$ cat config.mk
export PLATFORM = sky130hd
export DESIGN_NAME = byte_streamer
export DESIGN_NICKNAME = d
export VERILOG_FILES = /design/src/logic/stream_mem_pkg.sv /design/src/logic/byte_streamer.sv
export VERILOG_INCLUDE_DIRS = /design/src /design/src/include
export SDC_FILE = /design/constraint.sdc
export NUM_CORES = 1
export LEC_CHECK = 0
export ABC_AREA = 1
export BUFFER_PORTS_ARGS = -buffer_cell sky130_fd_sc_hd__buf_2
export CAP_MARGIN = 30
export CORE_MARGIN = 2
export CORE_UTILIZATION = 52
export CTS_BUF_LIST = sky130_fd_sc_hd__clkbuf_8 sky130_fd_sc_hd__clkbuf_16
export CTS_CLUSTER_SIZE = 12
export DETAILED_ROUTE_END_ITERATION = 7
export GPL_TIMING_DRIVEN = 0
export PLACE_DENSITY_LB_ADDON = 0.05
export SLEW_MARGIN = 40
export SYNTH_ARGS = -nofsm -noshare
export SYNTH_HDL_FRONTEND = slang
export SYNTH_SLANG_ARGS = --single-unit
$ cat constraint.sdc
create_clock -name clk -period 2.6 [get_ports clk]
set_input_delay 0.52 -clock clk [delete_from_list [all_inputs] [get_ports clk]]
set_output_delay 0.52 -clock clk [all_outputs]
set_load 0.02 [all_outputs]
$ cat src/include/stream_mem_params.svh
// stream memory parameters
// RAM geometry, register word size and streamer buffering
`ifndef STREAM_MEM_PARAMS_SVH
`define STREAM_MEM_PARAMS_SVH

//--------------------
// RAM geometry
//--------------------
`define STREAM_MEM_ADDR_W      12  // word address bits, 4096 words
`define STREAM_MEM_DATA_W      32  // word width
`define STREAM_MEM_BYTES       4   // bytes per word, one enable each

//--------------------
// control registers
//--------------------
`define STREAM_MEM_REG_W       16  // register word width
`define STREAM_MEM_REG_ADDR_W  2   // start, stop, run (run aliased at 3)

// words buffered between RAM and the byte serializer
`define STREAM_MEM_FIFO_DEPTH  4

`endif

$ cat src/logic/stream_mem_pkg.sv
// stream memory shared types
// host and register access structs, register word views, streamer links
`include "stream_mem_params.svh"

package stream_mem_pkg;

   typedef logic [`STREAM_MEM_ADDR_W-1:0] mem_addr_t;  // word address
   typedef logic [`STREAM_MEM_DATA_W-1:0] mem_word_t;  // RAM word
   typedef logic [`STREAM_MEM_BYTES-1:0]  byte_en_t;   // bit 3 is the top byte

   typedef struct packed {
      logic      wr_strobe;  // one cycle, no back-pressure
      logic      rd_strobe;
      mem_addr_t addr;
      mem_word_t wdata;
      byte_en_t  byte_en;
   } host_req_t;

   typedef struct packed {
      logic      rd_done;    // single pulse, rdata valid with it
      mem_word_t rdata;
   } host_rsp_t;

   // control view of a register word
   typedef struct packed {
      logic [`STREAM_MEM_REG_W-2:0] rsvd;
      logic                         run;
   } reg_ctrl_t;

   // one register word, read either as an address or as control bits
   typedef union packed {
      logic [`STREAM_MEM_REG_W-1:0] addr;  // only low address bits kept
      reg_ctrl_t                    ctrl;
   } reg_word_u;

   typedef struct packed {
      logic                              write;
      logic                              read;
      logic [`STREAM_MEM_REG_ADDR_W-1:0] addr;
      reg_word_u                         wdata;
   } reg_req_t;

   typedef struct packed {
      mem_addr_t start;
      mem_addr_t stop;
      logic      run;
   } stream_cfg_t;

   typedef struct packed {
      logic      req;
      mem_addr_t addr;
   } fetch_req_t;

   typedef struct packed {
      logic       valid;
      logic [7:0] data;
   } byte_out_t;

   // register map, run also answers at address 3
   typedef enum logic [`STREAM_MEM_REG_ADDR_W-1:0] {
      REG_START = 2'd0,
      REG_STOP  = 2'd1,
      REG_RUN   = 2'd2
   } reg_sel_e;

endpackage

$ cat src/logic/byte_streamer.sv
// byte streamer
// walks start..stop with wrap, buffers words in a FIFO, sends bytes MSB first
`include "stream_mem_params.svh"

module byte_streamer import stream_mem_pkg::*; #(
   parameter int FIFO_DEPTH = `STREAM_MEM_FIFO_DEPTH  // power of two, 2 or more
) (
   input  logic        clk,
   input  logic        reset_n,
   input  stream_cfg_t cfg,
   input  logic        fetch_grant,
   input  mem_word_t   rd_word,
   input  logic        stream_ready,
   output fetch_req_t  fetch,
   output byte_out_t   stream
);

   localparam int PTR_W  = $clog2(FIFO_DEPTH);
   localparam int DATA_W = `STREAM_MEM_DATA_W;
   localparam int NBYTES = `STREAM_MEM_BYTES;
   localparam int CNT_W  = $clog2(NBYTES) + 1;

   // address walker
   mem_addr_t        walk_addr;  // next word to fetch
   logic             grant_q;    // fetch in flight, word on rd_word now
   logic [PTR_W+1:0] occupancy;  // stored words plus the one in flight

   // word FIFO
   mem_word_t        fifo_mem [FIFO_DEPTH];
   logic [PTR_W:0]   wr_ptr;     // extra bit tells full from empty
   logic [PTR_W:0]   rd_ptr;
   logic [PTR_W:0]   level;
   logic             fifo_empty;

   // byte serializer
   mem_word_t        sh_word;    // top byte is the one on the port
   logic [CNT_W-1:0] sh_cnt;     // bytes left in the shifter
   logic             sh_take;    // byte accepted by the sink
   logic             sh_load;    // refill shifter from the FIFO

   //--------------------
   // address walker
   //--------------------
   assign level     = wr_ptr - rd_ptr;
   assign occupancy = {1'b0, level} + {{(PTR_W+1){1'b0}}, grant_q};

   // ask only while a returning word is sure to find room
   assign fetch.req  = cfg.run & (occupancy < (PTR_W+2)'(FIFO_DEPTH));
   assign fetch.addr = walk_addr;

   always_ff @(posedge clk or negedge reset_n) begin
      if (!reset_n) begin
         walk_addr <= '0;
         grant_q   <= 1'b0;
      end else if (!cfg.run) begin
         walk_addr <= cfg.start;  // follows start while stopped
         grant_q   <= 1'b0;       // drop any word still on its way
      end else begin
         grant_q <= fetch.req & fetch_grant;
         if (fetch.req & fetch_grant) begin
            if (walk_addr < cfg.stop) begin
               walk_addr <= walk_addr + 1'b1;
            end else begin
               walk_addr <= cfg.start;  // wrap
            end
         end
      end
   end

   //--------------------
   // FIFO and shifter control
   //--------------------
   assign fifo_empty = (level == '0);
   assign sh_take    = stream.valid & stream_ready;

   // reload when empty, or as the last byte leaves, so bytes run gap free
   assign sh_load = ~fifo_empty &
                    ((sh_cnt == '0) | (sh_take & (sh_cnt == CNT_W'(1))));

   always_ff @(posedge clk or negedge reset_n) begin
      if (!reset_n) begin
         wr_ptr <= '0;
         rd_ptr <= '0;
         sh_cnt <= '0;
      end else if (!cfg.run) begin
         wr_ptr <= '0;  // flush everything on stop
         rd_ptr <= '0;
         sh_cnt <= '0;
      end else begin
         if (grant_q) begin
            wr_ptr <= wr_ptr + 1'b1;
         end
         if (sh_load) begin
            rd_ptr <= rd_ptr + 1'b1;
            sh_cnt <= CNT_W'(NBYTES);
         end else if (sh_take) begin
            sh_cnt <= sh_cnt - 1'b1;
         end
      end
   end

   //--------------------
   // data path
   //--------------------
   always_ff @(posedge clk) begin
      if (grant_q) begin
         fifo_mem[wr_ptr[PTR_W-1:0]] <= rd_word;  // word granted last cycle
      end
      if (sh_load) begin
         sh_word <= fifo_mem[rd_ptr[PTR_W-1:0]];
      end else if (sh_take) begin
         sh_word <= {sh_word[DATA_W-9:0], 8'h00};  // next byte to the top
      end
   end

   // valid and data only move on a transfer or a reload from empty
   assign stream.valid = (sh_cnt != '0);
   assign stream.data  = sh_word[DATA_W-1:DATA_W-8];

endmodule

## Word-level counts from Yosys, hierarchy flattened

Memory sizes are Yosys's and may differ from the RTL's.
Index checks and enable logic that the tools add are counted.

- Register bits after elaboration: 54
- Memory bits (writable): 128
- Input port bits: 61
- Output and inout bits: 22
- Logic and storage cells: 46
- Memories kept: 1

- Add/subtract/negate cells: 6
- Magnitude comparators: 2
- Equality and inequality tests: 5
- Muxes and demuxes: 15
- Bitwise operators: 7
- Reduce and logical (&&, ||, !) cells: 4

Memories:

| name | depth | width | read ports | clocked after memory_dff | write ports | RTL line | source |
|---|---|---|---|---|---|---|---|
| fifo_mem | 4 | 32 | 1 | 0 | 1 | byte_streamer.sv:29 | `mem_word_t fifo_mem [FIFO_DEPTH];` |

Operators with widths:

| operator | count |
|---|---|
| $mux 32 | 2 |
| $mux 12 | 3 |
| $mux 3 | 7 |
| $add 12x1->12 const B | 1 |
| $lt 12x12->1 | 1 |
| $add 3x1->3 const B | 2 |
| $logic_not 3->1 | 2 |
| $ne 2x1->1 const B | 3 |
| $and 1x1->1 | 5 |
| $add 3x1->4 | 1 |
| $lt 4x3->1 const B | 1 |
| $eq 3x1->1 const B | 1 |
| $mux 1 | 3 |
| $ne 3x1->1 const B | 1 |
| $reduce_bool 3->1 | 1 |
| $sub 3x1->3 const B | 1 |
| $sub 3x3->3 | 1 |
| $reduce_bool 2->1 | 1 |
| $not 1->1 | 1 |
| $or 1x1->1 | 1 |

## Depth between registers and ports, before layout

- Word-level depth: 7
- Gate-level depth with buffers: 14
- Mapped depth without buffers: 13

## Least setup slack after synthesis

No wires, ideal clock.

- Path kind: register -> register
- Start point: register wr_ptr[0]
- End point: register sh_word[0] (enable)
- Library setup time: 478 ps
- Data arrival time: 2221 ps
- Required time: 2122 ps
- Slack: -99 ps
- Stages on the path, launching flop included: 13
- Buffers on the path: 1
- Clock period less this slack: 2699 ps
- Cell sequence: dfrtp_1 > inv_1 > ha_1 > fa_1 > inv_1 > nand2_1 > nand2_1 > nand2_1 > nand2_1 > nand3_1 > nand2_1 > buf_2 > nand2_1

- Cells in the longest elaborated chain, start to end: 5

RTL lines:

| item | RTL line | source |
|---|---|---|
| start, declared | byte_streamer.sv:30 | `logic [PTR_W:0] wr_ptr;` |
| start signal, assigned | byte_streamer.sv:91 | `wr_ptr <= wr_ptr + 1'b1;` |
| $sub 3x3->3 | byte_streamer.sv:44 | `assign level = wr_ptr - rd_ptr;` |
| $logic_not 3->1 | byte_streamer.sv:73 | `assign fifo_empty = (level == '0);` |
| $not 1->1 | byte_streamer.sv:77 | `assign sh_load = ~fifo_empty &` |
| $and 1x1->1 | byte_streamer.sv:77 |  |
| $reduce_bool 2->1 (no source line) | - |  |
| end signal, assigned | byte_streamer.sv:110 | `sh_word <= fifo_mem[rd_ptr[PTR_W-1:0]];` |
| end signal, assigned | byte_streamer.sv:112 | `sh_word <= {sh_word[DATA_W-9:0], 8'h00};` |
| end, declared | byte_streamer.sv:36 | `mem_word_t sh_word;` |

No other way between the ends.
A chain may end at the register's enable or synchronous reset.

==> flow_metrics.tcl <==
set metrics [dict create \
    status "complete, no violations" \
    drv_cap 0 \
    fin_crit_ns 2.59 \
    clk_path_buf_depth 2 \
    synth_nets 815 \
    grt_antenna_before_repair 1 \
    cp_cell_sequence "ha_4, fa_2, inv_2, nand2_2, nand2_2, nand2_2, nand2_2, nand2_2, nor2_2, buf_6" \
    pwr-share-clk_pct 22.0 \
    ys_types 26 \
    power_frac_seq_pct 39.4 \
    syn_area_um2 7970 \
    final_layout_size_suffix_gt1_share_pct 19.3 \
    worstSetupPathType "flip-flop to primary output" \
    cp-endpoint "fetch[12]" \
    yosys_warnings 0 \
    worstPathArrival_ns 2.07 \
    grt_max_degree 33 \
    port_buffers 82 \
    ys_top_cells_by_count "nand2_1 (169), edfxtp_1 (160), nor2_1 (94), o21ai_0 (57), inv_1 (55)" \
    ys_ff_latch 182 \
    cts-buffers-inserted 17 \
    report.final.slew_viol_count 0 \
    pwr_density_cell_nw_per_um2 1210 \
    ys.flop_type "edfxtp_1" \
    cts.htree.levels 4 \
    finClkSkew_ns 0.00826 \
    drtIter0Drc 381 \
    tightest_slew_ns 0.612 \
    syn2layout_area_growth_pct 16.3 \
    p_leak_nw 3.87 \
    grt_pass1_vias 5453 \
    start_kind "flip-flop" \
    timing.fmax_mhz 386 \
    die-area_um2 16300 \
    crit_required_ns 2.08 \
    power_switching_w 0.00436 \
    layout.nets 919 \
    gp_congestion 0.826 \
    synth-edff-count 160 \
    fin_crit_sh_pct 99.6 \
    dieWidth_um 128 \
    crit_start "rd_ptr[0]" \
    drt_wl_total_um 17500 \
    hold_viol_final 0 \
    synth-async-reset-ratio_pct 12.1 \
    synth_top_area_share_pct 60.3 \
    cp_common_cell "nand2_2" \
    clk_pin_slew_worst_paths_ns 0.07 \
    synth_top_cell_by_area "edfxtp_1" \
    ioPinCount 83 \
    ir_worst_vdd_uv 683 \
    synth_cells 732 \
    clockRootBuffer "clkbuf_16" \
    swShare_pct 38.8 \
    worst-path-max-fanout 3 \
    synth-seq-area-share_pct 67.2 \
    slew_headroom_pct 59.2 \
    timing.rr.start "rd_ptr[0]" \
    routedWlPerCell_um 16.8 \
    first_pass_iters 4 \
    whs_ns 0.0799 \
    core_region_area_um2 15100 \
    rr_worst_depth 11 \
    dpl.hpwl_um 10900 \
    clk_latency_ns 0.42 \
    rows 45 \
    worst_path_max_delay_cell "dfrtp_1" \
    overflow 0 \
    cell_internal_pwr_w 0.00688 \
    via_per_inst 5.35 \
    via_count 5555 \
    cpPeakStageDelay_ns 0.43 \
    avgSynthCellArea_um2 10.9 \
    detail-route-antenna-nets 0 \
    fin_util_pct 61.4 \
    clock_sinks 182 \
    end_kind "primary output" \
    synth_most_common_cell "nand2_1" \
    die-height_um 128 \
    grt_pass1_wl_um 27700 \
    r2r_slack_ns 0.13 \
    initial_core_util_pct 52.8 \
    drc_errors 0 \
    holdBufCountCts 0 \
    cts_tree "yes" \
    grt_usage_pct 22.3 \
    hold_path.class "input pin to asynchronous set/reset pin" \
    comb_power_share_pct 38.6 \
    rsz0062_at_grt "true" \
    synth_area_leaders "edfxtp_1 (60%), nand2_1 (8.0%), dfrtp_1 (6.9%)" \
    r2r-end "sh_word[28]" \
    setup_viol 0 \
]
[per-stage QoR]
step / power [W] / cells / instance area, um^2 / setup TNS (ns) / worst slack (ns)
3_5_place_dp: 0.00874 / 1002 / 8630 / -11.26 / -0.356
3_3_place_gp: 0.00861 / 1002 / 8620 / -7.28 / -0.231
6_report: 0.0112 / 1038 / 9270 / 0 / 0.0110
2_1_floorplan: 0.00731 / 732 / 7970 / 0 / 0.213
5_1_grt: 0.0120 / 1037 / 9260 / -0.0750 / -0.0740
4_1_cts: 0.0112 / 1036 / 9220 / 0 / 0.00362
[what timing repair did]
action / 4_1_cts / 5_1_grt
pin swaps: 1 / 5
setup buffers: 2 / 1
endpoints found under the setup margin: 33 / 33
gates resized for setup: 5 / 10
[registers in the layout (all words and copies together) (netlist names)]
name       cells
walk_addr     12
sh_cnt         3
fifo_mem     128
wr_ptr         3
grant_q        1
sh_word       32
rd_ptr         3
[final cells by class]
cell class / instances / area [um^2]
antenna: 1 / 2.50
multi-input combinational: 449 / 2210
buffer: 40 / 218
inverter: 61 / 239
fill: 1232 / 5820
clock inverter: 15 / 140
clock buffer: 17 / 425
timing repair buffer: 85 / 439
sequential: 182 / 5360
tap: 188 / 235
[kinds of logic (layout without fill, tap and decap cells)]
logic type	count (synthesis)	in the layout	share of synthesized area [%]
flip-flops	182	182	67.2
adder cells (fa/ha/maj)	22	22	3.55
buffers and inverters	101	218	5.61
XOR/XNOR	6	6	0.660
AND/OR/NAND/NOR	311	311	15.6
other	0	1	0
AO/OA/AOI/OAI	110	110	7.40
[per-layer routing]
metal	track usage (%)	up-vias	wire length [um]
met5	0	-	13
met3	3.76	24	730
met1	29.6	2678	7950
met2	37.7	151	8530
li1	-	2700	-
met4	7.76	2	253
[power by group through the flow]
stage / combinational, W / sequential, W / clock (W)
5_1_grt: 0.00489 / 0.00449 / 0.00260
3_5_place_dp: 0.00423 / 0.00451 / 0
4_1_cts: 0.00429 / 0.00443 / 0.00249
6_report: 0.00434 / 0.00443 / 0.00247
2_1_floorplan: 0.00281 / 0.00450 / 0
3_3_place_gp: 0.00412 / 0.00449 / 0
[placed cells by master, fill, tap and decap left out, drive strengths merged]
cell type    n
nand3       40
diode        1
a21oi       13
nor2        95
clkinv       8
nand2      169
xnor2        3
clkbuf      30
inv         64
a21o         1
clkinvlp     2
edfxtp     160
nor3         1
o21bai       1
nand4        6
a31oi        1
buf        112
ha          21
o21ai       69
dfrtp       22
bufinv       2
a211oi       1
fa           1
xor2         3
o22ai       24
[worst min-delay path by stage]
stage               endpoint  depth (start not counted)  slack (ns)
2_1_floorplan        grant_q                          0        0.22
3_3_place_gp       sh_cnt[1]                          2        0.50
3_5_place_dp       sh_cnt[1]                          2        0.51
4_1_cts         walk_addr[9]                          1        0.09
5_1_grt        walk_addr[10]                          1        0.12
6_report           sh_cnt[2]                          1        0.08
[worst max-delay path, delay by kind of cell, from the launching register on]
kind / cells / cell delay (ns)
flip-flops: 1 / 0.43
buffers and inverters: 2 / 0.19
adder cells (fa/ha/maj): 2 / 0.59
AND/OR/NAND/NOR: 6 / 0.44
Power figures use the tool's default switching activity.
