### src/include/stream_mem_params.svh
// stream memory parameters
// RAM geometry, register word size and streamer buffering
`ifndef STREAM_MEM_PARAMS_SVH
`define STREAM_MEM_PARAMS_SVH

//--------------------
// RAM geometry
//--------------------
`define STREAM_MEM_ADDR_W      12  // word address bits, 4096 words
`define STREAM_MEM_DATA_W      32  // word width
`define STREAM_MEM_BYTES       4   // bytes per word, one enable each

//--------------------
// control registers
//--------------------
`define STREAM_MEM_REG_W       16  // register word width
`define STREAM_MEM_REG_ADDR_W  2   // start, stop, run (run aliased at 3)

// words buffered between RAM and the byte serializer
`define STREAM_MEM_FIFO_DEPTH  4

`endif

### src/logic/stream_mem_pkg.sv
// stream memory shared types
// host and register access structs, register word views, streamer links
`include "stream_mem_params.svh"

package stream_mem_pkg;

   typedef logic [`STREAM_MEM_ADDR_W-1:0] mem_addr_t;  // word address
   typedef logic [`STREAM_MEM_DATA_W-1:0] mem_word_t;  // RAM word
   typedef logic [`STREAM_MEM_BYTES-1:0]  byte_en_t;   // bit 3 is the top byte

   typedef struct packed {
      logic      wr_strobe;  // one cycle, no back-pressure
      logic      rd_strobe;
      mem_addr_t addr;
      mem_word_t wdata;
      byte_en_t  byte_en;
   } host_req_t;

   typedef struct packed {
      logic      rd_done;    // single pulse, rdata valid with it
      mem_word_t rdata;
   } host_rsp_t;

   // control view of a register word
   typedef struct packed {
      logic [`STREAM_MEM_REG_W-2:0] rsvd;
      logic                         run;
   } reg_ctrl_t;

   // one register word, read either as an address or as control bits
   typedef union packed {
      logic [`STREAM_MEM_REG_W-1:0] addr;  // only low address bits kept
      reg_ctrl_t                    ctrl;
   } reg_word_u;

   typedef struct packed {
      logic                              write;
      logic                              read;
      logic [`STREAM_MEM_REG_ADDR_W-1:0] addr;
      reg_word_u                         wdata;
   } reg_req_t;

   typedef struct packed {
      mem_addr_t start;
      mem_addr_t stop;
      logic      run;
   } stream_cfg_t;

   typedef struct packed {
      logic      req;
      mem_addr_t addr;
   } fetch_req_t;

   typedef struct packed {
      logic       valid;
      logic [7:0] data;
   } byte_out_t;

   // register map, run also answers at address 3
   typedef enum logic [`STREAM_MEM_REG_ADDR_W-1:0] {
      REG_START = 2'd0,
      REG_STOP  = 2'd1,
      REG_RUN   = 2'd2
   } reg_sel_e;

endpackage

### src/logic/stream_regs.sv
// streamer control registers
// start and stop word addresses plus the run bit, with registered readback
`include "stream_mem_params.svh"

module stream_regs import stream_mem_pkg::*; (
   input  logic        clk,
   input  logic        reset_n,
   input  reg_req_t    regs,
   output reg_word_u   reg_rdata,
   output logic        reg_rvalid,
   output stream_cfg_t cfg
);

   localparam int ADDR_W = `STREAM_MEM_ADDR_W;
   localparam int REG_W  = `STREAM_MEM_REG_W;

   mem_addr_t start_addr;  // first word of the stream
   mem_addr_t stop_addr;   // last word before wrapping
   logic      run;
   reg_sel_e  sel;
   reg_word_u rd_mux;

   // fold address 3 onto the run register
   assign sel = regs.addr[1] ? REG_RUN : reg_sel_e'(regs.addr);

   //--------------------
   // register writes
   //--------------------
   always_ff @(posedge clk or negedge reset_n) begin
      if (!reset_n) begin
         start_addr <= '0;
         stop_addr  <= '0;
         run        <= 1'b0;
      end else if (regs.write) begin
         case (sel)
            REG_START: start_addr <= regs.wdata.addr[ADDR_W-1:0];  // upper bits dropped
            REG_STOP:  stop_addr  <= regs.wdata.addr[ADDR_W-1:0];
            REG_RUN:   run        <= regs.wdata.ctrl.run;
         endcase
      end
   end

   //--------------------
   // readback
   //--------------------
   always_comb begin
      rd_mux = '0;  // reserved bits read as zero
      case (sel)
         REG_START: rd_mux.addr     = {{(REG_W-ADDR_W){1'b0}}, start_addr};
         REG_STOP:  rd_mux.addr     = {{(REG_W-ADDR_W){1'b0}}, stop_addr};
         REG_RUN:   rd_mux.ctrl.run = run;
      endcase
   end

   always_ff @(posedge clk or negedge reset_n) begin
      if (!reset_n) begin
         reg_rvalid <= 1'b0;
      end else begin
         reg_rvalid <= regs.read;  // exactly one cycle after the strobe
      end
   end

   always_ff @(posedge clk) begin
      if (regs.read) begin
         reg_rdata <= rd_mux;
      end
   end

   // settings steer the streamer directly
   assign cfg = '{start: start_addr, stop: stop_addr, run: run};

endmodule

### config.mk
export PLATFORM = sky130hd
export DESIGN_NAME = stream_regs
export DESIGN_NICKNAME = d
export VERILOG_FILES = /design/src/logic/stream_mem_pkg.sv /design/src/logic/stream_regs.sv
export VERILOG_INCLUDE_DIRS = /design/src /design/src/include
export SDC_FILE = /design/constraint.sdc
export NUM_CORES = 1
export LEC_CHECK = 0
export BUFFER_PORTS_ARGS = -buffer_cell sky130_fd_sc_hd__buf_2
export CAP_MARGIN = 15
export CORE_MARGIN = 5
export CORE_UTILIZATION = 48
export CTS_CLUSTER_DIAMETER = 80
export CTS_CLUSTER_SIZE = 16
export DETAILED_ROUTE_END_ITERATION = 8
export GPL_TIMING_DRIVEN = 0
export PLACE_DENSITY_LB_ADDON = 0.3
export SYNTH_ARGS = -nofsm -noshare
export SYNTH_HDL_FRONTEND = slang
export SYNTH_SLANG_ARGS = --single-unit
export TNS_END_PERCENT = 30
### constraint.sdc
create_clock -name clk -period 1 [get_ports clk]
set_input_delay 0.3 -clock clk [delete_from_list [all_inputs] [get_ports clk]]
set_output_delay 0.3 -clock clk [all_outputs]
set_load 0.01 [all_outputs]
After elaboration in Yosys (flattened, before gate mapping)
Index checks and enable logic that the tools add are counted.
{"block": "op_classes", "eq_ne": 2, "n_mux": 3, "n_reduce_logical": 4}
{"op": "$pmux 11 s2", "n": 1}
{"op": "$reduce_and 2->1", "n": 3}
{"op": "$pmux 1 s3", "n": 1}
{"op": "$eq 2x1->1 const B", "n": 1}
{"op": "$eq 2x2->1 const B", "n": 1}
{"op": "$logic_not 2->1", "n": 1}
{"op": "$mux 2", "n": 1}
{"block": "totals", "regBits": 42, "in_bits": 22, "word_cells": 14}

Depth between registers and ports, before layout
Gate-level depths: netlist of run 1.
{"block": "depth", "word_depth": 3, "depth_mapped": 4, "depth_no_buf": 2}

Least setup slack after synthesis of run 1
OpenSTA, ideal clock, no wires.
{"block": "synth_timing", "path_kind": "input port to flip-flop", "startpoint": "input port regs[16] in the netlist's numbering", "endpoint": "register start_addr[0]", "arrival_time_ns": 1.128, "required_ns": 0.875, "path_slack_ns": -0.253, "cell_stages": 4, "path_buffers": 2, "cell_sequence": "buf_6 > nor3b_4 > buf_12 > mux2_4"}
{"block": "synth_between", "elab_chain_cells": 3}
{"element": "start: declaration", "line": "stream_regs.sv:8", "text": "input reg_req_t regs,"}
{"element": "$mux 2", "line": "stream_regs.sv:24", "text": "assign sel = regs.addr[1] ? REG_RUN : reg_sel_e'(regs.addr);"}
{"element": "$logic_not 2->1", "line": "stream_regs.sv:35", "text": "case (sel)"}
{"element": "$reduce_and 2->1 (no source line)"}
{"element": "end signal: assignment", "line": "stream_regs.sv:36", "text": "REG_START: start_addr <= regs.wdata.addr[ADDR_W-1:0];"}
{"element": "end: declaration", "line": "stream_regs.sv:17", "text": "mem_addr_t start_addr;"}
No other way between the ends.
A chain may end at the register's enable or synchronous reset.

Worst setup path after layout of run 1
{"block": "layout_timing", "startpoint": "register stop_addr[4]", "endpoint": "output port cfg[5] in the netlist's numbering"}
{"element": "start: declaration", "line": "stream_regs.sv:18", "text": "mem_addr_t stop_addr;"}
{"element": "start signal: assignment", "line": "stream_regs.sv:37", "text": "REG_STOP: stop_addr <= regs.wdata.addr[ADDR_W-1:0];"}
{"element": "end: declaration", "line": "stream_regs.sv:11", "text": "output stream_cfg_t cfg"}
No word-level cell between the ends.

==> results of run 1 <==
==> final timing paths <==
check	startpoint	slack [ns]	to
max	stop_addr[4]	-0.20	cfg[5]
min	regs[9]	0.19	start_addr[9]
max reg2reg	stop_addr[8]	-0.10	reg_rdata[8]
min reg2reg	stop_addr[0]	0.55	stop_addr[0]
max in group asynchronous	reset_n	0.29	stop_addr[10]
min in group asynchronous	reset_n	0.44	start_addr[9]
==> state kept, by name (all words and copies together) (netlist names) <==
register	count
run	1
reg_rvalid	1
stop_addr	12
start_addr	12
reg_rdata	12
==> power by group <==
| group | total [mW] | switching [mW] | internal [mW] |
|---|---|---|---|
| sequential | 2.00 | 0.136 | 1.86 |
| combinational | 1.19 | 0.488 | 0.701 |
| clock | 0.830 | 0.489 | 0.341 |
| total | 4.02 | 1.11 | 2.90 |
==> kinds of logic after synthesis <==
kind of cell    share of synthesized area
flops                               0.617
mux                                 0.268
simple gates                       0.0535
buf+inv                            0.0558
compound gates                    0.00305
other cells                       0.00229
==> cell type report <==
cell class	instances	share of cell area
sequential	38	0.452
multi-input combinational	57	0.246
timing repair buffer	75	0.211
buffer	9	0.0391
tap	46	0.0257
clock buffer	7	0.0246
clock inverter	1	0.00224
==> cell usage after synthesis (all sizes together) <==
master / instances
conb: 1
nand3b: 1
mux2: 25
buf: 9
nor2: 11
edfxtp: 12
nand2: 2
nor3b: 1
dfrtp: 26
o21ai: 1
mux2i: 12
clkbuf: 1
==> what timing repair did <==
action                                  4_1_cts  5_1_grt
endpoints found under the setup margin       40       69
hold buffers                                  1        0
setup buffers                                 8       12
pin swaps                                     1        0
gates resized for setup                       2        8
hold endpoints to repair                     26        0
==> cell usage in the layout (no fill, tap or decap), types with 2 or more instances in the layout <==
master / netlist / routed
edfxtp_1: 12 / 12
buf_4: 6 / 23
clkbuf_1: 1 / 2
dfrtp_1: 26 / 26
mux2i_1: 12 / 11
conb_1: 1 / 4
clkbuf_4: 0 / 6
buf_6: 2 / 8
nand2_1: 2 / 2
mux2_4: 10 / 10
nor2_1: 11 / 11
mux2_2: 15 / 15
buf_2: 0 / 48
==> routing by layer <==
metal | wire length [um] | global-route usage | vias to the layer above
met5 | 0 | 0 | -
met2 | 1870 | 0.277 | 39
met3 | 275 | 0.0509 | 4
li1 | - | - | 522
met4 | 26 | 0.0819 | 0
met1 | 1280 | 0.164 | 557
==> key figures, run 1 <==
Outcome
  • Status: finished, violations left
  • Failing checks: setup timing

Synth
  • Yosys cell types: 15
  • Post-Syn Instances: 102
  • Top cells by area, synth: dfrtp_1 40%, edfxtp_1 22%, mux2_2 10%
  • Average cell area after synthesis: 16.1 um2
  • Mapped Area: 0.00164 mm2
  • Post-synthesis register bit count: 38
  • Post-synth top area cell: dfrtp_1
  • Synth top area share: 0.397
  • Synth warn: 0
  • Post-synthesis sequential area ratio: 0.617

Power
  • Pleak: 1.11 nW
  • Max rail drop VDD: 990 uV
  • Power density cells: 1790 mW/mm2
  • Final Total Pwr: 4.02 mW

Placed design
  • GPL Wtd Cong: 0.682
  • Pre-CTS setup slack: -0.380 ns
  • HPWL after DPL: 2.29 mm
  • Placed Area: 0.00198 mm2
  • IO buf count: 54
  • Cells after DPL: 205

Worst setup path
  • CP delay by family, top: flip-flops
  • WS Path Type: flip-flop to output pin
  • Worst-path fanout max: 3
  • CP max stage cell: dfrtp_1
  • Worst setup SP type: flip-flop
  • Crit path required time: 0.70 ns
  • Levels on crit path: 1
  • CP endpoint kind: output pin
  • Critical-path cell list: buf_2
  • Worst EP arrival: 0.90 ns
  • CP peak stage delay: 0.41 ns
  • CP bufs+invs: 1
  • R2r worst-path depth: 4

Clocking
  • Clock latency at the later pin of the worst-skew pair: 0.34 ns
  • CTS tree: done
  • CTS sink count: 38
  • Clock-pin slew on the worst setup and hold paths: 0.11 ns
  • CTS buffer count: 5
  • H-tree Lvls: 2
  • CTS Buffer Depth: 2
  • Clk root buf: clkbuf_4

Final layout
  • Area Growth Syn to Fin: 36.7%
  • # diodes: 0
  • Storage cell area: 0.00101 mm2
  • Share of layout cells above drive strength 1: 0.626
  • Post-route cell area: 0.00224 mm2
  • Fillers: 271
  • Post-Layout Cell Count: 233
  • Multi-input logic area: 551 um2
  • Post-layout util: 0.676
  • Nets: 208

Hold path
  • Min-delay worst type: primary input to flip-flop
  • Hold path depth: 2

Die
  • Die Ht: 68.4 um
  • Die area: 0.00468 mm2
  • FP Rows: 21
  • Initial Util: 0.495
  • Num ports: 64
  • Die W: 68.4 um
  • Placeable Area: 0.00331 mm2

Timing
  • Final setup fails: 41
  • Setup TNS: -6.84 ns
  • Period Utilization, post-route: 1.20
  • Max Slew Vio Count: 0
  • Clock skew: 0.00446 ns
  • Fin. Hold Viols: 0
  • Post-route minimum period: 1.20 ns
  • Final setup margin: -0.204 ns
  • RSZ-0062 raised after global routing: yes
  • Max Clock Freq: 830 MHz
  • Fin Hold WS: 0.189 ns

Route
  • Via density: 4.82
  • DR pass1 iterations: 4
  • Final antenna-violating net count: 0
  • Wirelength per Cell: 14.8 um
  • DRT iter0 DRCs: 59
  • Residual DRC: 0
  • Drt total wl: 3.45 mm
  • Vias: 1122

Global route
  • Initial antenna violation count: 0
  • Largest net degree at the start of global routing: 27
  • Vias in the first global route: 1139
  • Total track usage: 0.157
  • Total grt overflow: 0
  • Global-route wire length before repair: 5.17 mm

Job
  • MaxCap Viol Count: 0
No activity file was read; power rests on OpenSTA's default activity.
==> inputs of run 2 (changes only) <==
ABC_AREA = 1   (was unset)
==> run 2 against run 1 <==
The flow still finishes with violations (setup timing); sequential power decreased by 3%; register-to-register slack better by 0.08 ns; clock-buffer cell count fell by 1; clock skew rose by 0.0026 ns; clock power shrank 8.9%; critical path depth unchanged; utilization decreased by 1.1 points; first-iteration DRC count is 54% higher; largest power group unchanged; non-clock buffer count grew 6; cell count rose by 30%.
==> key figures, run 2 <==
Die
  • Die W: 68.7 um
  • FP Rows: 21
  • Num ports: 64
  • Initial Util: 0.496
  • Die area: 0.00472 mm2
  • Placeable Area: 0.00334 mm2
  • Die Ht: 68.7 um

Clocking
  • CTS tree: done
  • CTS Buffer Depth: 2
  • H-tree Lvls: 2
  • Clock latency at the later pin of the worst-skew pair: 0.34 ns
  • Clock-pin slew on the worst setup and hold paths: 0.11 ns
  • Clk root buf: clkbuf_4
  • CTS sink count: 38
  • CTS buffer count: 5

Synth
  • Top-count cell post-synth: nand2_1
  • Post-synth EDFFs: 12
  • Mapped Area: 0.00165 mm2
  • Post-synth top area cell: dfrtp_1
  • Post-synthesis sequential area ratio: 0.611
  • Top cells by count, synth: 75 x nand2_1, 26 x dfrtp_1, 26 x nand3_1
  • FFs w/ async S/R, synth: 0.684
  • Post-synthesis register bit count: 38
  • Top cells by area, synth: dfrtp_1 39%, edfxtp_1 22%, nand2_1 17%
  • Post-Syn Instances: 173
  • Average cell area after synthesis: 9.56 um2
  • Yosys cell types: 13
  • Synth top area share: 0.393
  • Synth warn: 0
  • Main synth FF type: dfrtp_1

Final layout
  • # diodes: 0
  • Most frequent cells in the layout: 75 x nand2_1, 55 x buf_2, 26 x buf_4, 26 x nand3_1, 26 x dfrtp_1
  • Post-Layout Cell Count: 303
  • Post-layout util: 0.665
  • Fillers: 307
  • Regs by FF count: reg_rdata x12, start_addr x12, stop_addr x12
  • Commonest non-fill, non-tap cell in the layout: nand2_1
  • Nets: 278
  • Area Growth Syn to Fin: 34.1%
  • Share of layout cells above drive strength 1: 0.385

Route
  • Vias: 1476
  • Top routing layer in use: met4
  • Residual DRC: 0
  • DRT iter0 DRCs: 91
  • Final antenna-violating net count: 0
  • Routed met3 length: 287 um
  • Wirelength per Cell: 13.7 um
  • Drt total wl: 4.14 mm
  • DR pass1 iterations: 4
  • Via density: 4.87
  • WL met1: 1.71 mm
  • Met2 WL: 2.09 mm

Placed design
  • Cells after DPL: 275
  • GPL Wtd Cong: 0.779
  • IO buf count: 53
  • HPWL after DPL: 2.68 mm

Power
  • Final Total Pwr: 3.66 mW
  • Power density cells: 1650 mW/mm2
  • Switching power: 1.10 mW
  • Max rail drop VDD: 865 uV
  • Int Power: 2.55 mW
  • Pleak: 1.23 nW
  • Sw Ratio: 0.302
  • Clk pwr share: 0.207
  • Reg power frac: 0.531
  • Combinational cell fraction of total power: 0.262

Worst setup path
  • R2R setup slack: -0.02 ns
  • CP endpoint kind: output pin
  • Crit path required time: 0.70 ns
  • Worst r2r src: start_addr[6]
  • Worst-path fanout max: 3
  • CP max stage cell: dfrtp_1
  • Critical-path cell list: buf_2
  • CP peak stage delay: 0.42 ns
  • Worst EP arrival: 0.91 ns
  • R2r worst-path depth: 4
  • Worst setup SP type: flip-flop
  • Reg2reg end: reg_rdata[6]
  • CP delay by family, top: flip-flops
  • WS Path Type: flip-flop to output pin
  • CP bufs+invs: 1
  • Setup crit start: start_addr[10]

Global route
  • Total grt overflow: 0
  • Vias in the first global route: 1292
  • Initial antenna violation count: 0
  • Global-route wire length before repair: 6.14 mm
  • Total track usage: 0.183
  • Largest net degree at the start of global routing: 27

Timing
  • Setup TNS: -6.71 ns
  • Post-route minimum period: 1.21 ns
  • RSZ-0062 raised after global routing: yes
  • Max Slew Vio Count: 0
  • Final setup fails: 39
  • Final setup margin: -0.212 ns
  • Fin. Hold Viols: 0
  • Clock skew: 0.00703 ns
  • Max Clock Freq: 825 MHz
  • Period Utilization, post-route: 1.21
  • Fin Hold WS: 0.196 ns

Job
  • MaxCap Viol Count: 0

Hold path
  • Min-delay worst type: primary input to flip-flop
  • Min-delay src: regs[10]
  • Hold path depth: 3
  • Worst-case hold path end point: start_addr[10]

Outcome
  • Status: finished, violations left
  • Failing checks: setup timing
## run 2: metal layers
layer,GRT usage,vias to the layer above
met4,0.0584,0
li1,-,731
met3,0.0616,6
met1,0.230,689
met2,0.299,50
met5,0,-
## run 2: metrics by stage
step                      area, um2  setup slack, ns
after global routing           2220           -0.253
final                          2220           -0.212
after detailed placement       1990           -0.158
after CTS                      2110           -0.211
after global placement         1990           -0.153
after floorplan                1670           0.0365
## run 2: kinds of logic (layout without fill, tap and decap cells)
family,after synthesis,count (layout),share of synthesized area
buf+inv,18,99,0.0756
flops,38,38,0.611
other cells,1,4,0.00227
simple gates,116,116,0.311
## run 2: worst max-delay path by stage
| stage | endpoint | slack, ns | cells after the start |
|---|---|---|---|
| 2_1_floorplan | start_addr[0] | 0.04 | 6 |
| 3_3_place_gp | reg_rdata[0] | -0.15 | 5 |
| 3_5_place_dp | reg_rdata[0] | -0.16 | 5 |
| 4_1_cts | cfg[23] | -0.21 | 1 |
| 5_1_grt | cfg[23] | -0.25 | 1 |
| 6_report | cfg[23] | -0.21 | 1 |
## run 2: timing repair
action                                  in CTS  in global routing
endpoints found under the hold margin       26                  0
cloned                                       0                  0
hold buffers                                 1                  0
endpoints found under the setup margin      38                 64
resized for setup                            1                  4
buffers inserted                             9                 11
## run 2: cell type report
type | instances | area (um2) | area share
Buffer | 16 | 114 | 0.0513
Clock buffer | 6 | 41.3 | 0.0186
Clock inverter | 2 | 8.76 | 0.00395
Inverter | 1 | 3.75 | 0.00169
Multi-Input combinational cell | 120 | 529 | 0.239
Sequential cell | 38 | 1010 | 0.456
Tap cell | 46 | 57.6 | 0.0259
Timing Repair Buffer | 74 | 453 | 0.204
## run 2: power groups by stage
stage | clock network [mW] | registers [mW] | logic (mW)
after floorplan | 0 | 2.08 | 0.282
after global placement | 0 | 1.99 | 0.712
after detailed placement | 0 | 1.99 | 0.728
after CTS | 0.756 | 1.94 | 0.829
after global routing | 0.835 | 1.97 | 1.06
final | 0.756 | 1.94 | 0.959
## run 2: worst reg2reg max path: stages, from the launching register on
cell     delay (ns)
dfrtp_1        0.42
buf_4          0.14
buf_4          0.13
nand2_1        0.06
nand2_1        0.05
==> inputs of run 3 (changes only) <==
BUFFER_PORTS_ARGS = unset   (was -buffer_cell sky130_fd_sc_hd__buf_2)
CORE_UTILIZATION = 61   (was 48)
DONT_BUFFER_PORTS = 1   (was unset)
==> run 3 against run 2 <==
The run still ends with setup timing left; power down 8.8%; utilization up 5.1 points; clock power up 9.1%; clock skew down 0.0028 ns; non-clock buffer count down 69; largest power group unchanged; cell area down 18%.
==> key figures, run 3 (same netlist as run 2, synthesis figures left out) <==
Hold path
  • Min-delay src: regs[18]
  • Min-delay worst type: primary input to flip-flop
  • Worst-case hold path end point: reg_rdata[4]
  • Hold path depth: 0

Timing
  • Final setup margin: -0.167 ns
  • Post-route minimum period: 1.17 ns
  • Max Slew Vio Count: 0
  • Clock skew: 0.00424 ns
  • Period Utilization, post-route: 1.17
  • Final setup fails: 38
  • Fin Hold WS: 0.0694 ns
  • Setup TNS: -3.06 ns
  • Max Clock Freq: 857 MHz
  • RSZ-0062 raised after global routing: yes
  • Fin. Hold Viols: 0

Worst setup path
  • Reg2reg end: reg_rdata[0]
  • WS Path Type: flip-flop to output pin
  • CP delay by family, top: flip-flops
  • CP max stage cell: dfrtp_1
  • Worst EP arrival: 0.87 ns
  • Worst-path fanout max: 2
  • Worst r2r src: run
  • Critical-path cell list: buf_6
  • CP bufs+invs: 1
  • R2R setup slack: 0.07 ns
  • Worst setup SP type: flip-flop
  • Crit path required time: 0.70 ns
  • CP peak stage delay: 0.41 ns
  • CP endpoint kind: output pin
  • Setup crit start: run
  • R2r worst-path depth: 3
  • Levels on crit path: 1

Route
  • Drt total wl: 3.90 mm
  • Vias: 1263
  • Via density: 5.79
  • Residual DRC: 0
  • Final antenna-violating net count: 0
  • DR pass1 iterations: 4
  • DRT iter0 DRCs: 75
  • Wirelength per Cell: 17.9 um

Power
  • Switching power: 1.00 mW
  • Pleak: 0.914 nW
  • Reg power frac: 0.634
  • Max rail drop VDD: 1540 uV
  • Int Power: 2.33 mW
  • Sw Ratio: 0.300
  • Power density cells: 1830 mW/mm2
  • Clk pwr share: 0.247
  • Combinational cell fraction of total power: 0.118

Die
  • Die Ht: 62.1 um
  • Die W: 62.1 um
  • Placeable Area: 0.00254 mm2
  • Initial Util: 0.650
  • Num ports: 64
  • Die area: 0.00385 mm2
  • FP Rows: 18

Job
  • MaxCap Viol Count: 0

Global route
  • Total grt overflow: 0
  • Initial antenna violation count: 0
  • Vias in the first global route: 1287
  • Global-route wire length before repair: 6.15 mm
  • Largest net degree at the start of global routing: 27
  • Total track usage: 0.220

Placed design
  • IO buf count: 0
  • HPWL after DPL: 2.68 mm
  • GPL Wtd Cong: 0.843
  • Cells after DPL: 206
  • Placed Area: 0.00170 mm2

Clocking
  • H-tree Lvls: 2
  • CTS Buffer Depth: 2
  • Clock-pin slew on the worst setup and hold paths: 0.11 ns
  • CTS sink count: 38
  • CTS tree: done
  • Clk root buf: clkbuf_4
  • Clock latency at the later pin of the worst-skew pair: 0.33 ns
  • CTS buffer count: 5

Final layout
  • # diodes: 0
  • Regs by FF count: reg_rdata x12, start_addr x12, stop_addr x12
  • Share of layout cells above drive strength 1: 0.191
  • Commonest non-fill, non-tap cell in the layout: nand2_1
  • Post-Layout Cell Count: 218
  • Most frequent cells in the layout: 75 x nand2_1, 26 x nand3_1, 20 x dfrtp_1, 12 x nand4_1, 12 x edfxtp_1
  • Area Growth Syn to Fin: 10.1%
  • Nets: 209
  • Post-route cell area: 0.00182 mm2

Outcome
  • Failing checks: setup timing
  • Status: finished, violations left
-- run 3: cell types whose count changed in the layout (fill, tap and decap cells not counted) --
cell,previous run,this run
buf_4,26,7
dfrtp_1,26,20
buf_12,0,1
clkbuf_4,6,5
dfrtp_2,0,6
clkbuf_8,0,1
buf_2,55,7
clkinv_1,1,0
dlygate4sd3_1,1,2
buf_6,7,4
-- run 3: area by class of cell --
cell class,count,area (um2)
Clock inverter,1,5.00
Timing Repair Buffer,4,47.5
Tap cell,30,37.5
Inverter,1,3.75
Buffer,17,125
Sequential cell,38,1020
Clock buffer,7,55.1
Fill cell,199,723
Multi-Input combinational cell,120,529
-- run 3: stage by stage --
step	util	setup WS (ns)	total power [mW]
floorplan	-	0.0365	2.36
global route	0.716	-0.211	3.50
CTS	0.713	-0.177	3.33
global placement	0.669	-0.0600	2.46
detailed placement	0.669	-0.0778	2.49
finish	0.716	-0.167	3.33
-- run 3: layer usage --
metal	global-route usage	share of wire
met5	0	0
met4	0.0697	0.0079
met3	0.0847	0.12
met2	0.351	0.50
met1	0.276	0.37
-- run 3: worst max path at each step --
| stage | to | slack (ns) |
|---|---|---|
| 2_1_floorplan | start_addr[0] | 0.04 |
| 3_3_place_gp | reg_rdata[0] | -0.06 |
| 3_5_place_dp | start_addr[0] | -0.08 |
| 4_1_cts | cfg[0] | -0.18 |
| 5_1_grt | cfg[0] | -0.21 |
| 6_report | cfg[0] | -0.17 |
-- run 3: power groups by stage --
stage,Clock [mW],Combinational [mW],Sequential [mW]
2_1_floorplan,0,0.282,2.08
3_3_place_gp,0,0.327,2.13
3_5_place_dp,0,0.347,2.14
4_1_cts,0.826,0.396,2.11
5_1_grt,0.902,0.455,2.15
6_report,0.825,0.395,2.11
-- run 3: what timing repair did --
action                                  in CTS  in global routing
endpoints found under the setup margin      38                 38
endpoints found under the hold margin       27                  0
setup buffers                                1                  0
gates resized for setup                      1                  6
hold buffers                                 3                  0
